### src/hw/usiPkg.sv
/*
 Shared widths, CSR register map and slot count of the peripheral bus fabric.
 Import into every block that touches the CSR map or the slot bus.
*/
package usiPkg;

	// ----------------------------------------
	// Sizes
	// ----------------------------------------
	localparam int slotNum    = 10;	// Peripheral slots on the bus, fixes the map
	localparam int busyCycles = 3;	// Clocks a slot stays busy per write

	typedef logic [31:0]        dataT;		// Bus word and CSR word
	typedef logic [7:0]         adrsT;		// CSR byte address
	typedef logic [slotNum-1:0] slotMaskT;	// One bit per slot
	typedef logic [3:0]         slotIdxT;	// Slot number
	typedef logic [1:0]         wordSelT;	// Word inside a slot, bus address [1:0]

	// ----------------------------------------
	// CSR map
	// ----------------------------------------
	// Manual registers, written by the processor
	localparam adrsT adrsMWd   = 8'h00;	// Bus write data
	localparam adrsT adrsMAdrs = 8'h04;	// Bus write address
	localparam adrsT adrsMCke  = 8'h08;	// Target mask, clears after issue

	// Auto registers, written by the fabric
	localparam adrsT adrsSBase = 8'h14;	// Slot 0 read word, stride 4 up to 'h38
	localparam adrsT adrsSCke  = 8'h3c;	// Last return strobes
	localparam adrsT adrsSRdy  = 8'h40;	// Slot ready levels

	// ----------------------------------------
	// Issue FSM
	// ----------------------------------------
	typedef enum logic [1:0]
	{
		issueIdle,	// No mask pending
		issueWait,	// Mask latched, targets still busy
		issueDrive	// Strobe on the bus this cycle
	} issueStateT;

endpackage
### src/hw/microControllerTop.sv
/*
 Top of the peripheral fabric: CSR, issue stage and slot bank in a ring.
 The processor sees only the CSR address, data, write strobe and read word.
*/
module microControllerTop (
	input  logic         iSysClk,
	input  logic         rstN,
	input  usiPkg::adrsT adrs,
	input  usiPkg::dataT wd,
	input  logic         cke,
	output usiPkg::dataT rd
);
	import usiPkg::*;

	// CSR to issue
	dataT     mWd;
	dataT     mAdrs;
	slotMaskT mCke;
	logic     issued;

	// Issue to bank
	dataT     usiWd;
	wordSelT  usiWordSel;
	slotMaskT usiCke;

	// Bank back to CSR and issue
	slotMaskT slotRdy;
	dataT     retRd;
	slotMaskT retCke;

	// ----------------------------------------
	// Stages
	// ----------------------------------------
	microControllerCsr uCsr (
		.iSysClk (iSysClk),
		.rstN    (rstN),
		.adrs    (adrs),
		.wd      (wd),
		.cke     (cke),
		.rd      (rd),
		.mWd     (mWd),
		.mAdrs   (mAdrs),
		.mCke    (mCke),
		.issued  (issued),
		.retRd   (retRd),
		.retCke  (retCke),
		.slotRdy (slotRdy)
	);

	usiBusIssue uIssue (
		.iSysClk    (iSysClk),
		.rstN       (rstN),
		.mWd        (mWd),
		.mAdrs      (mAdrs),
		.mCke       (mCke),
		.slotRdy    (slotRdy),
		.usiWd      (usiWd),
		.usiWordSel (usiWordSel),
		.usiCke     (usiCke),
		.issued     (issued)
	);

	usiSlotBank uBank (
		.iSysClk    (iSysClk),
		.rstN       (rstN),
		.usiWd      (usiWd),
		.usiWordSel (usiWordSel),
		.usiCke     (usiCke),
		.slotRdy    (slotRdy),
		.retRd      (retRd),
		.retCke     (retCke)
	);

endmodule

### src/hw/usiSlotBank.sv
/*
 Stand-in for the ten bus peripherals.
 Each slot stores the word written to it, stays busy for a fixed time, then
 returns the word. Pending answers leave one per clock, lowest slot first.
*/
module usiSlotBank (
	input  logic             iSysClk,
	input  logic             rstN,
	input  usiPkg::dataT     usiWd,
	input  usiPkg::wordSelT  usiWordSel,
	input  usiPkg::slotMaskT usiCke,
	output usiPkg::slotMaskT slotRdy,
	output usiPkg::dataT     retRd,
	output usiPkg::slotMaskT retCke
);
	import usiPkg::*;

	typedef logic [$clog2(busyCycles + 1) - 1:0] busyCntT;

	dataT     store [slotNum][4];	// Four words per slot
	wordSelT  lastSel [slotNum];	// Word of the last write, returned later
	busyCntT  busyCnt [slotNum];	// Clocks left in the busy window
	slotMaskT pending;				// Answer waiting for the return bus
	slotIdxT  pickIdx;				// Lowest pending slot
	logic     anyPending;

	// ----------------------------------------
	// Word store
	// ----------------------------------------
	always_ff @(posedge iSysClk)
	begin
		for (int k = 0; k < slotNum; k++)
		begin
			if (usiCke[k])
			begin
				store[k][usiWordSel] <= usiWd;
				lastSel[k]           <= usiWordSel;
			end
		end
	end

	// ----------------------------------------
	// Busy timing and pending flags
	// ----------------------------------------
	always_ff @(posedge iSysClk or negedge rstN)
	begin
		if (!rstN)
		begin
			for (int k = 0; k < slotNum; k++)
				busyCnt[k] <= '0;
			pending <= '0;
		end
		else
		begin
			for (int k = 0; k < slotNum; k++)
			begin
				if (usiCke[k])
					busyCnt[k] <= busyCntT'(busyCycles);	// Open busy window
				else if (busyCnt[k] != '0)
					busyCnt[k] <= busyCnt[k] - 1'b1;
				// Last busy clock hands over to pending
				if (busyCnt[k] == busyCntT'(1))
					pending[k] <= 1'b1;
				else if (retCke[k])
					pending[k] <= 1'b0;		// Answer taken, slot ready again
			end
		end
	end

	always_comb
	begin
		for (int k = 0; k < slotNum; k++)
			slotRdy[k] = (busyCnt[k] == '0) && !pending[k];
	end

	// ----------------------------------------
	// Return pick
	// ----------------------------------------
	always_comb
	begin
		pickIdx = '0;
		// Walk down so the lowest pending index wins
		for (int k = slotNum - 1; k >= 0; k--)
		begin
			if (pending[k])
				pickIdx = slotIdxT'(k);
		end
	end

	assign anyPending = |pending;
	assign retRd  = anyPending ? store[pickIdx][lastSel[pickIdx]] : '0;
	assign retCke = anyPending ? (slotMaskT'(1) << pickIdx) : '0;

	// Write strobes arrive as single-clock pulses
	strobePulse: assert property (@(posedge iSysClk) disable iff (!rstN)
		(usiCke != '0) |=> (usiCke == '0));

endmodule

### src/hw/usiBusIssue.sv
/*
 Issue stage of the peripheral bus.
 Latches the manual registers and sends one write strobe once all targets are ready.
*/
module usiBusIssue (
	input  logic             iSysClk,
	input  logic             rstN,
	input  usiPkg::dataT     mWd,
	input  usiPkg::dataT     mAdrs,
	input  usiPkg::slotMaskT mCke,
	input  usiPkg::slotMaskT slotRdy,
	output usiPkg::dataT     usiWd,
	output usiPkg::wordSelT  usiWordSel,
	output usiPkg::slotMaskT usiCke,
	output logic             issued
);
	import usiPkg::*;

	issueStateT state;
	slotMaskT   maskQ;			// Targets of the write in flight
	logic       start;			// Mask seen while idle
	logic       targetsRdy;		// Every target can take a word

	assign start      = (state == issueIdle) && (mCke != '0);
	assign targetsRdy = (maskQ & ~slotRdy) == '0;

	// ----------------------------------------
	// FSM
	// ----------------------------------------
	always_ff @(posedge iSysClk or negedge rstN)
	begin
		if (!rstN)
		begin
			state <= issueIdle;
			maskQ <= '0;
		end
		else
		begin
			case (state)
				issueIdle:
				begin
					if (start)
					begin
						state <= issueWait;
						maskQ <= mCke;		// Later mask writes wait in the CSR
					end
				end
				issueWait:
				begin
					if (targetsRdy)
						state <= issueDrive;	// Back-pressure ends here
				end
				issueDrive:
					state <= issueIdle;		// Single strobe cycle
				default:
					state <= issueIdle;
			endcase
		end
	end

	// Payload frozen with the mask
	always_ff @(posedge iSysClk)
	begin
		if (start)
		begin
			usiWd      <= mWd;
			usiWordSel <= mAdrs[1:0];
		end
	end

	assign usiCke = (state == issueDrive) ? maskQ : '0;
	assign issued = state == issueDrive;

	// Never strobe a slot that is still busy
	strobeOnReady: assert property (@(posedge iSysClk) disable iff (!rstN)
		(usiCke & ~slotRdy) == '0);

endmodule

### src/hw/microControllerCsr.sv
/*
 Control and status registers of the peripheral fabric.
 Processor writes land in the manual registers, slot answers in the auto registers.
 Reads go through a registered mux, valid one clock after the address.
*/
module microControllerCsr (
	input  logic             iSysClk,
	input  logic             rstN,
	// Processor side
	input  usiPkg::adrsT     adrs,
	input  usiPkg::dataT     wd,
	input  logic             cke,
	output usiPkg::dataT     rd,
	// To the issue stage
	output usiPkg::dataT     mWd,
	output usiPkg::dataT     mAdrs,
	output usiPkg::slotMaskT mCke,
	input  logic             issued,
	// From the slot bank
	input  usiPkg::dataT     retRd,
	input  usiPkg::slotMaskT retCke,
	input  usiPkg::slotMaskT slotRdy
);
	import usiPkg::*;

	dataT     sRd [slotNum];	// Captured answer per slot
	slotMaskT sCke;				// Return strobes, one clock late
	slotMaskT sRdy;				// Ready levels, one clock late

	logic     wrMWd;
	logic     wrMAdrs;
	logic     wrMCke;

	adrsT     slotOfs;			// Address relative to slot 0
	slotIdxT  slotSel;
	logic     slotHit;			// Address lands on a slot read word

	// ----------------------------------------
	// Manual registers
	// ----------------------------------------
	assign wrMWd   = cke && (adrs == adrsMWd);
	assign wrMAdrs = cke && (adrs == adrsMAdrs);
	assign wrMCke  = cke && (adrs == adrsMCke);

	always_ff @(posedge iSysClk or negedge rstN)
	begin
		if (!rstN)
		begin
			mWd   <= '0;
			mAdrs <= '0;
			mCke  <= '0;
		end
		else
		begin
			if (wrMWd)
				mWd <= wd;
			if (wrMAdrs)
				mAdrs <= wd;
			// Processor write beats the auto clear
			if (wrMCke)
				mCke <= slotMaskT'(wd);
			else if (issued)
				mCke <= '0;		// Write went out, mask done
		end
	end

	// ----------------------------------------
	// Auto registers
	// ----------------------------------------
	always_ff @(posedge iSysClk or negedge rstN)
	begin
		if (!rstN)
		begin
			for (int k = 0; k < slotNum; k++)
				sRd[k] <= '0;
			sCke <= '0;
			sRdy <= '0;		// Follows slotRdy from the first clock on
		end
		else
		begin
			for (int k = 0; k < slotNum; k++)
			begin
				if (retCke[k])
					sRd[k] <= retRd;	// Only the strobed slot takes the word
			end
			sCke <= retCke;
			sRdy <= slotRdy;
		end
	end

	// ----------------------------------------
	// Read mux
	// ----------------------------------------
	always_comb
	begin
		slotOfs = adrs - adrsSBase;
		slotSel = slotOfs[5:2];
		// Word aligned and inside the ten slot words
		slotHit = (adrs >= adrsSBase) && (slotOfs[1:0] == 2'b00) &&
			(slotOfs[7:2] < slotNum);
	end

	always_ff @(posedge iSysClk or negedge rstN)
	begin
		if (!rstN)
			rd <= '0;
		else if (slotHit)
			rd <= sRd[slotSel];
		else
		begin
			case (adrs)
				adrsMWd:   rd <= mWd;
				adrsMAdrs: rd <= mAdrs;
				adrsMCke:  rd <= dataT'(mCke);
				adrsSCke:  rd <= dataT'(sCke);
				adrsSRdy:  rd <= dataT'(sRdy);
				default:   rd <= rd;		// 'h0c, 'h10 and holes keep the last word
			endcase
		end
	end

	// One answer per clock, and only from a slot still marked busy
	retFromBusySlot: assert property (@(posedge iSysClk) disable iff (!rstN)
		$onehot0(retCke) && ((retCke & slotRdy) == '0));

endmodule

### config.mk
export PLATFORM = sky130hd
export DESIGN_NAME = microControllerTop
export DESIGN_NICKNAME = d
export VERILOG_FILES = /design/src/hw/usiPkg.sv /design/src/hw/microControllerTop.sv /design/src/hw/usiSlotBank.sv /design/src/hw/usiBusIssue.sv /design/src/hw/microControllerCsr.sv
export SDC_FILE = /design/constraint.sdc
export NUM_CORES = 2
export LEC_CHECK = 0
export ABC_AREA = 1
export BUFFER_PORTS_ARGS = -buffer_cell sky130_fd_sc_hd__buf_2
export CORE_ASPECT_RATIO = 1.4
export CORE_MARGIN = 2
export CORE_UTILIZATION = 35
export CTS_BUF_LIST = sky130_fd_sc_hd__clkbuf_16
export DETAILED_ROUTE_END_ITERATION = 10
export SKIP_CTS_REPAIR_TIMING = 1
export SLEW_MARGIN = 20
export SYNTH_ARGS = -nofsm -noshare
export SYNTH_HDL_FRONTEND = slang
export SYNTH_HIERARCHICAL = 1
export SYNTH_SLANG_ARGS = --single-unit
### constraint.sdc
create_clock -name iSysClk -period 2.9 [get_ports iSysClk]
set_clock_uncertainty 0.15 [all_clocks]
set_input_delay 0.29 -clock iSysClk [delete_from_list [all_inputs] [get_ports iSysClk]]
set_output_delay 0.29 -clock iSysClk [all_outputs]
set_load 0.01 [all_outputs]
==> run metrics <==
post-DP HPWL=about 150000 um; Area Growth Syn to Fin=19.43%; clk_lat worst skew=roughly 0.84 ns; Fmax=a little over 0.3 GHz; global route total overflow=0; Clk pwr share=between 20% and 30%; Comb power frac=48.3%; port buffer count=74; Final Critical Period=around 3.3 ns; Die X=~410 um; Nets=roughly 8200; final slew viol count=0; 1st-pass router iterations=7; number of global-route vias before repair=56430; Final ANT Viol Nets=0; CP Max Fanout=10; share of power burned in registers=a little under a third; Max transition margin=~34%; R2R setup slack=-0.40 ns; cell area power density=approximately 1100 nW/um^2; failing checks=negative setup slack; row count=206; syn_nets=7961; Die H=between 500 and 600 um; share of cells above drive strength 1=13.53%; internal power=approximately 62 mW; Num CTS Buffers=177; Leakage=a little under 40 nW; Remaining DRCs=0; Total Wirelength=about 250000 um; Layout Cells excl Fill=11330; status=finished with violations; CP required=between 3 and 4 ns; synthesized cell area=79370 um^2; Slowest-stage cell, CP=dfrtp_1; CP dominant cell by count=nand2_1; nature of the critical path endpoint=flip-flop; Final period util=113.7%; WS Path Type=reg2reg; Starting Density=35.23%; clk slew on worst S/H paths=about 0.07 ns; Placer Congestion=between 0.8 and 0.9; first-pass GRT wire length=~360000 um; pre-CTS setup slack=-0.9529 ns; Tot GR Track Use=20.74%; max incr delay on CP=about 0.4 ns; flops & latches, synth=roughly 1800; H-tree depth=4; initial antenna violation count=1; Arrival @ worst endpoint=3.83 ns; final hold viol count=0; num ports=75; Net Sw Power=approximately 44 mW; placed cells=about 11000; pin count of the biggest net entering global routing=around 190; Worst Tran Pin Value=0.9850 ns; fin worst setup slack=-0.3969 ns; WL/cell=around 22 um; Worst VDD drop=between 0.7 and 0.8 mV; switching share of total power=about 41%; CTS tree=yes; sequential area share after synthesis=between 60% and 70%; final setup violation count=320; drt initial violations=roughly 6200; synth unique cells=35; vias per inst=just over 5; Max Buffers Root-to-Sink=4; Sink Count=1822; startpoint class of the critical path=flip-flop; Syn. warnings=6; Post-Syn Area per Cell=between 10 and 15 um^2; die area=about 230000 um^2; Synth Instances=~8000; Placeable Area=~230000 um^2; via count=58240; CTS root buf=clkbuf_16; MaxCap Viol Count=0; RSZ-0062 raised after global routing=yes; HP Class=in2reg
==> power by group through the flow <==
stage                     Clock, mW  Sequential (mW)  Combinational (mW)
final                          22.6             32.5                51.4
after floorplan                   0             33.3                22.8
after CTS                      22.9             32.5                44.1
after global placement            0             32.9                43.4
after detailed placement          0             33.0                43.9
after global routing           23.8             32.7                54.8
==> worst max-delay path: cells and delay by family, from the launching register on <==
family,cells,cell delay [ns]
AND/OR/NAND/NOR,17,1.41
buffers and inverters,7,0.94
flip-flops,1,0.39
multiplexers,1,0.25
==> area by class of cell <==
class	count	area (um^2)
antenna	1	2.502
clock buffer	181	4529
clock inverter	135	997.2
fill	21170	130500
inverter	1009	3825
multi-input combinational	4573	22180
sequential	1822	52270
tap	3016	3774
timing repair buffer	596	7217
==> metal layers <==
layer | GRT usage [%] | vias to the layer above | share of wire [%]
met5 | 0 | - | 0
met4 | 9.296 | 0 | 5.0
met3 | 1.871 | 527 | 6.2
met2 | 36.28 | 2346 | 50
met1 | 25.90 | 28800 | 39
li1 | - | 26570 | -
==> kinds of logic after synthesis <==
group | count (synthesis) | synth area share (%)
DFF | 1822 | 65.85
muxes | 32 | 0.4540
adders and majority gates | 25 | 0.3941
and+or+nand+nor | 3837 | 21.14
AOI/OAI and AO/OA | 676 | 4.606
buffers and inverters | 1501 | 7.552
==> sequential cells by signal, indices dropped and copies added (netlist names) <==
register           flops
uBank/pending         10
uIssue/usiWd          32
uCsr/sCke             10
uBank/busyCnt         20
uCsr/sRdy             10
uIssue/state           2
uCsr/rd               32
uCsr/sRd             320
uCsr/mAdrs            32
uCsr/mWd              32
uIssue/maskQ          10
uBank/store         1280
uCsr/mCke             10
uIssue/usiWordSel      2
uBank/lastSel         20
==> cell usage in the layout (no fill, tap or decap), types with 10 or more instances in the layout <==
cell type	Yosys	final
buf_12	0	183
or2_2	61	61
nand3_2	2	26
clkinv_1	1	46
nand3b_1	125	125
buf_6	4	22
o211ai_1	62	62
nand2_2	5	46
dfrtp_1	488	487
nand4_1	232	232
buf_4	31	252
nor2_4	5	91
o21bai_1	40	39
a21oi_1	23	22
edfxtp_1	1334	1334
nand2_1	1837	1790
clkbuf_16	0	194
clkinv_2	0	25
inv_1	997	1032
buf_8	1	10
o21ai_0	530	513
dlygate4sd3_1	0	35
nor2_2	7	41
bufinv_16	0	14
nor2_1	723	606
nand3_1	832	806
o21ai_1	19	35
mux2_2	32	32
buf_2	162	72
ha_1	25	24
==> Yosys cell counts <==
library cell | count | share of area, %
nor2_4 | 5 | 0.071
buf_6 | 4 | 0.057
o211ai_1 | 62 | 0.59
buf_8 | 1 | 0.019
o21bai_1 | 40 | 0.38
nand2_4 | 4 | 0.057
nor2_2 | 7 | 0.055
or2_2 | 61 | 0.48
or2_1 | 1 | 0.0079
o21bai_2 | 1 | 0.014
edfxtp_1 | 1334 | 50
buf_2 | 162 | 1.0
nor2_1 | 723 | 3.4
nand3_1 | 832 | 5.2
nand3_2 | 2 | 0.025
o21ai_0 | 530 | 3.3
nand3b_1 | 125 | 1.2
nor4_1 | 1 | 0.0079
a21oi_1 | 23 | 0.15
ha_1 | 25 | 0.39
dfrtp_1 | 488 | 15
nand2_8 | 1 | 0.025
nand2_2 | 5 | 0.039
clkinv_1 | 1 | 0.0047
buf_1 | 70 | 0.33
nand4_1 | 232 | 1.8
inv_2 | 11 | 0.052
a21oi_4 | 1 | 0.020
inv_1 | 997 | 4.7
mux2_2 | 32 | 0.45
o21ai_1 | 19 | 0.12
nand2_1 | 1837 | 8.7
clkbuf_1 | 224 | 1.1
nor3_1 | 1 | 0.0063
buf_4 | 31 | 0.29
==> per-stage QoR <==
step / setup TNS, ns / utilization [%] / hold slack, ns / power (mW) / area, um^2
floorplan: -73.46 / - / -0.1556 / 56.14 / 79370
global placement: -206.99 / 38.67 / 0.1899 / 76.26 / 87110
detailed placement: -195.62 / 38.67 / 0.1910 / 76.90 / 87110
CTS: -197.01 / 41.12 / -0.6809 / 99.47 / 92640
global route: -121.04 / 42.08 / 0.09497 / 111.4 / 94800
finish: -68.10 / 42.08 / 0.05733 / 106.5 / 94800
==> worst paths after layout <==
| kind | startpoint | to | depth (start not counted) |
|---|---|---|---|
| max | uBank/pending[8] | uCsr/sRd[61] | 25 |
| min | cke | uCsr/mAdrs[2] | 5 |
| max reg2reg | uBank/pending[8] | uCsr/sRd[61] | 25 |
| min reg2reg | uCsr/mWd[4] | uIssue/usiWd[4] | 0 |
| max in group asynchronous | rstN | uCsr/sRd[191] | 4 |
| min in group asynchronous | rstN | uCsr/sRd[28] | 3 |
No activity file was read; power rests on OpenSTA's default activity.
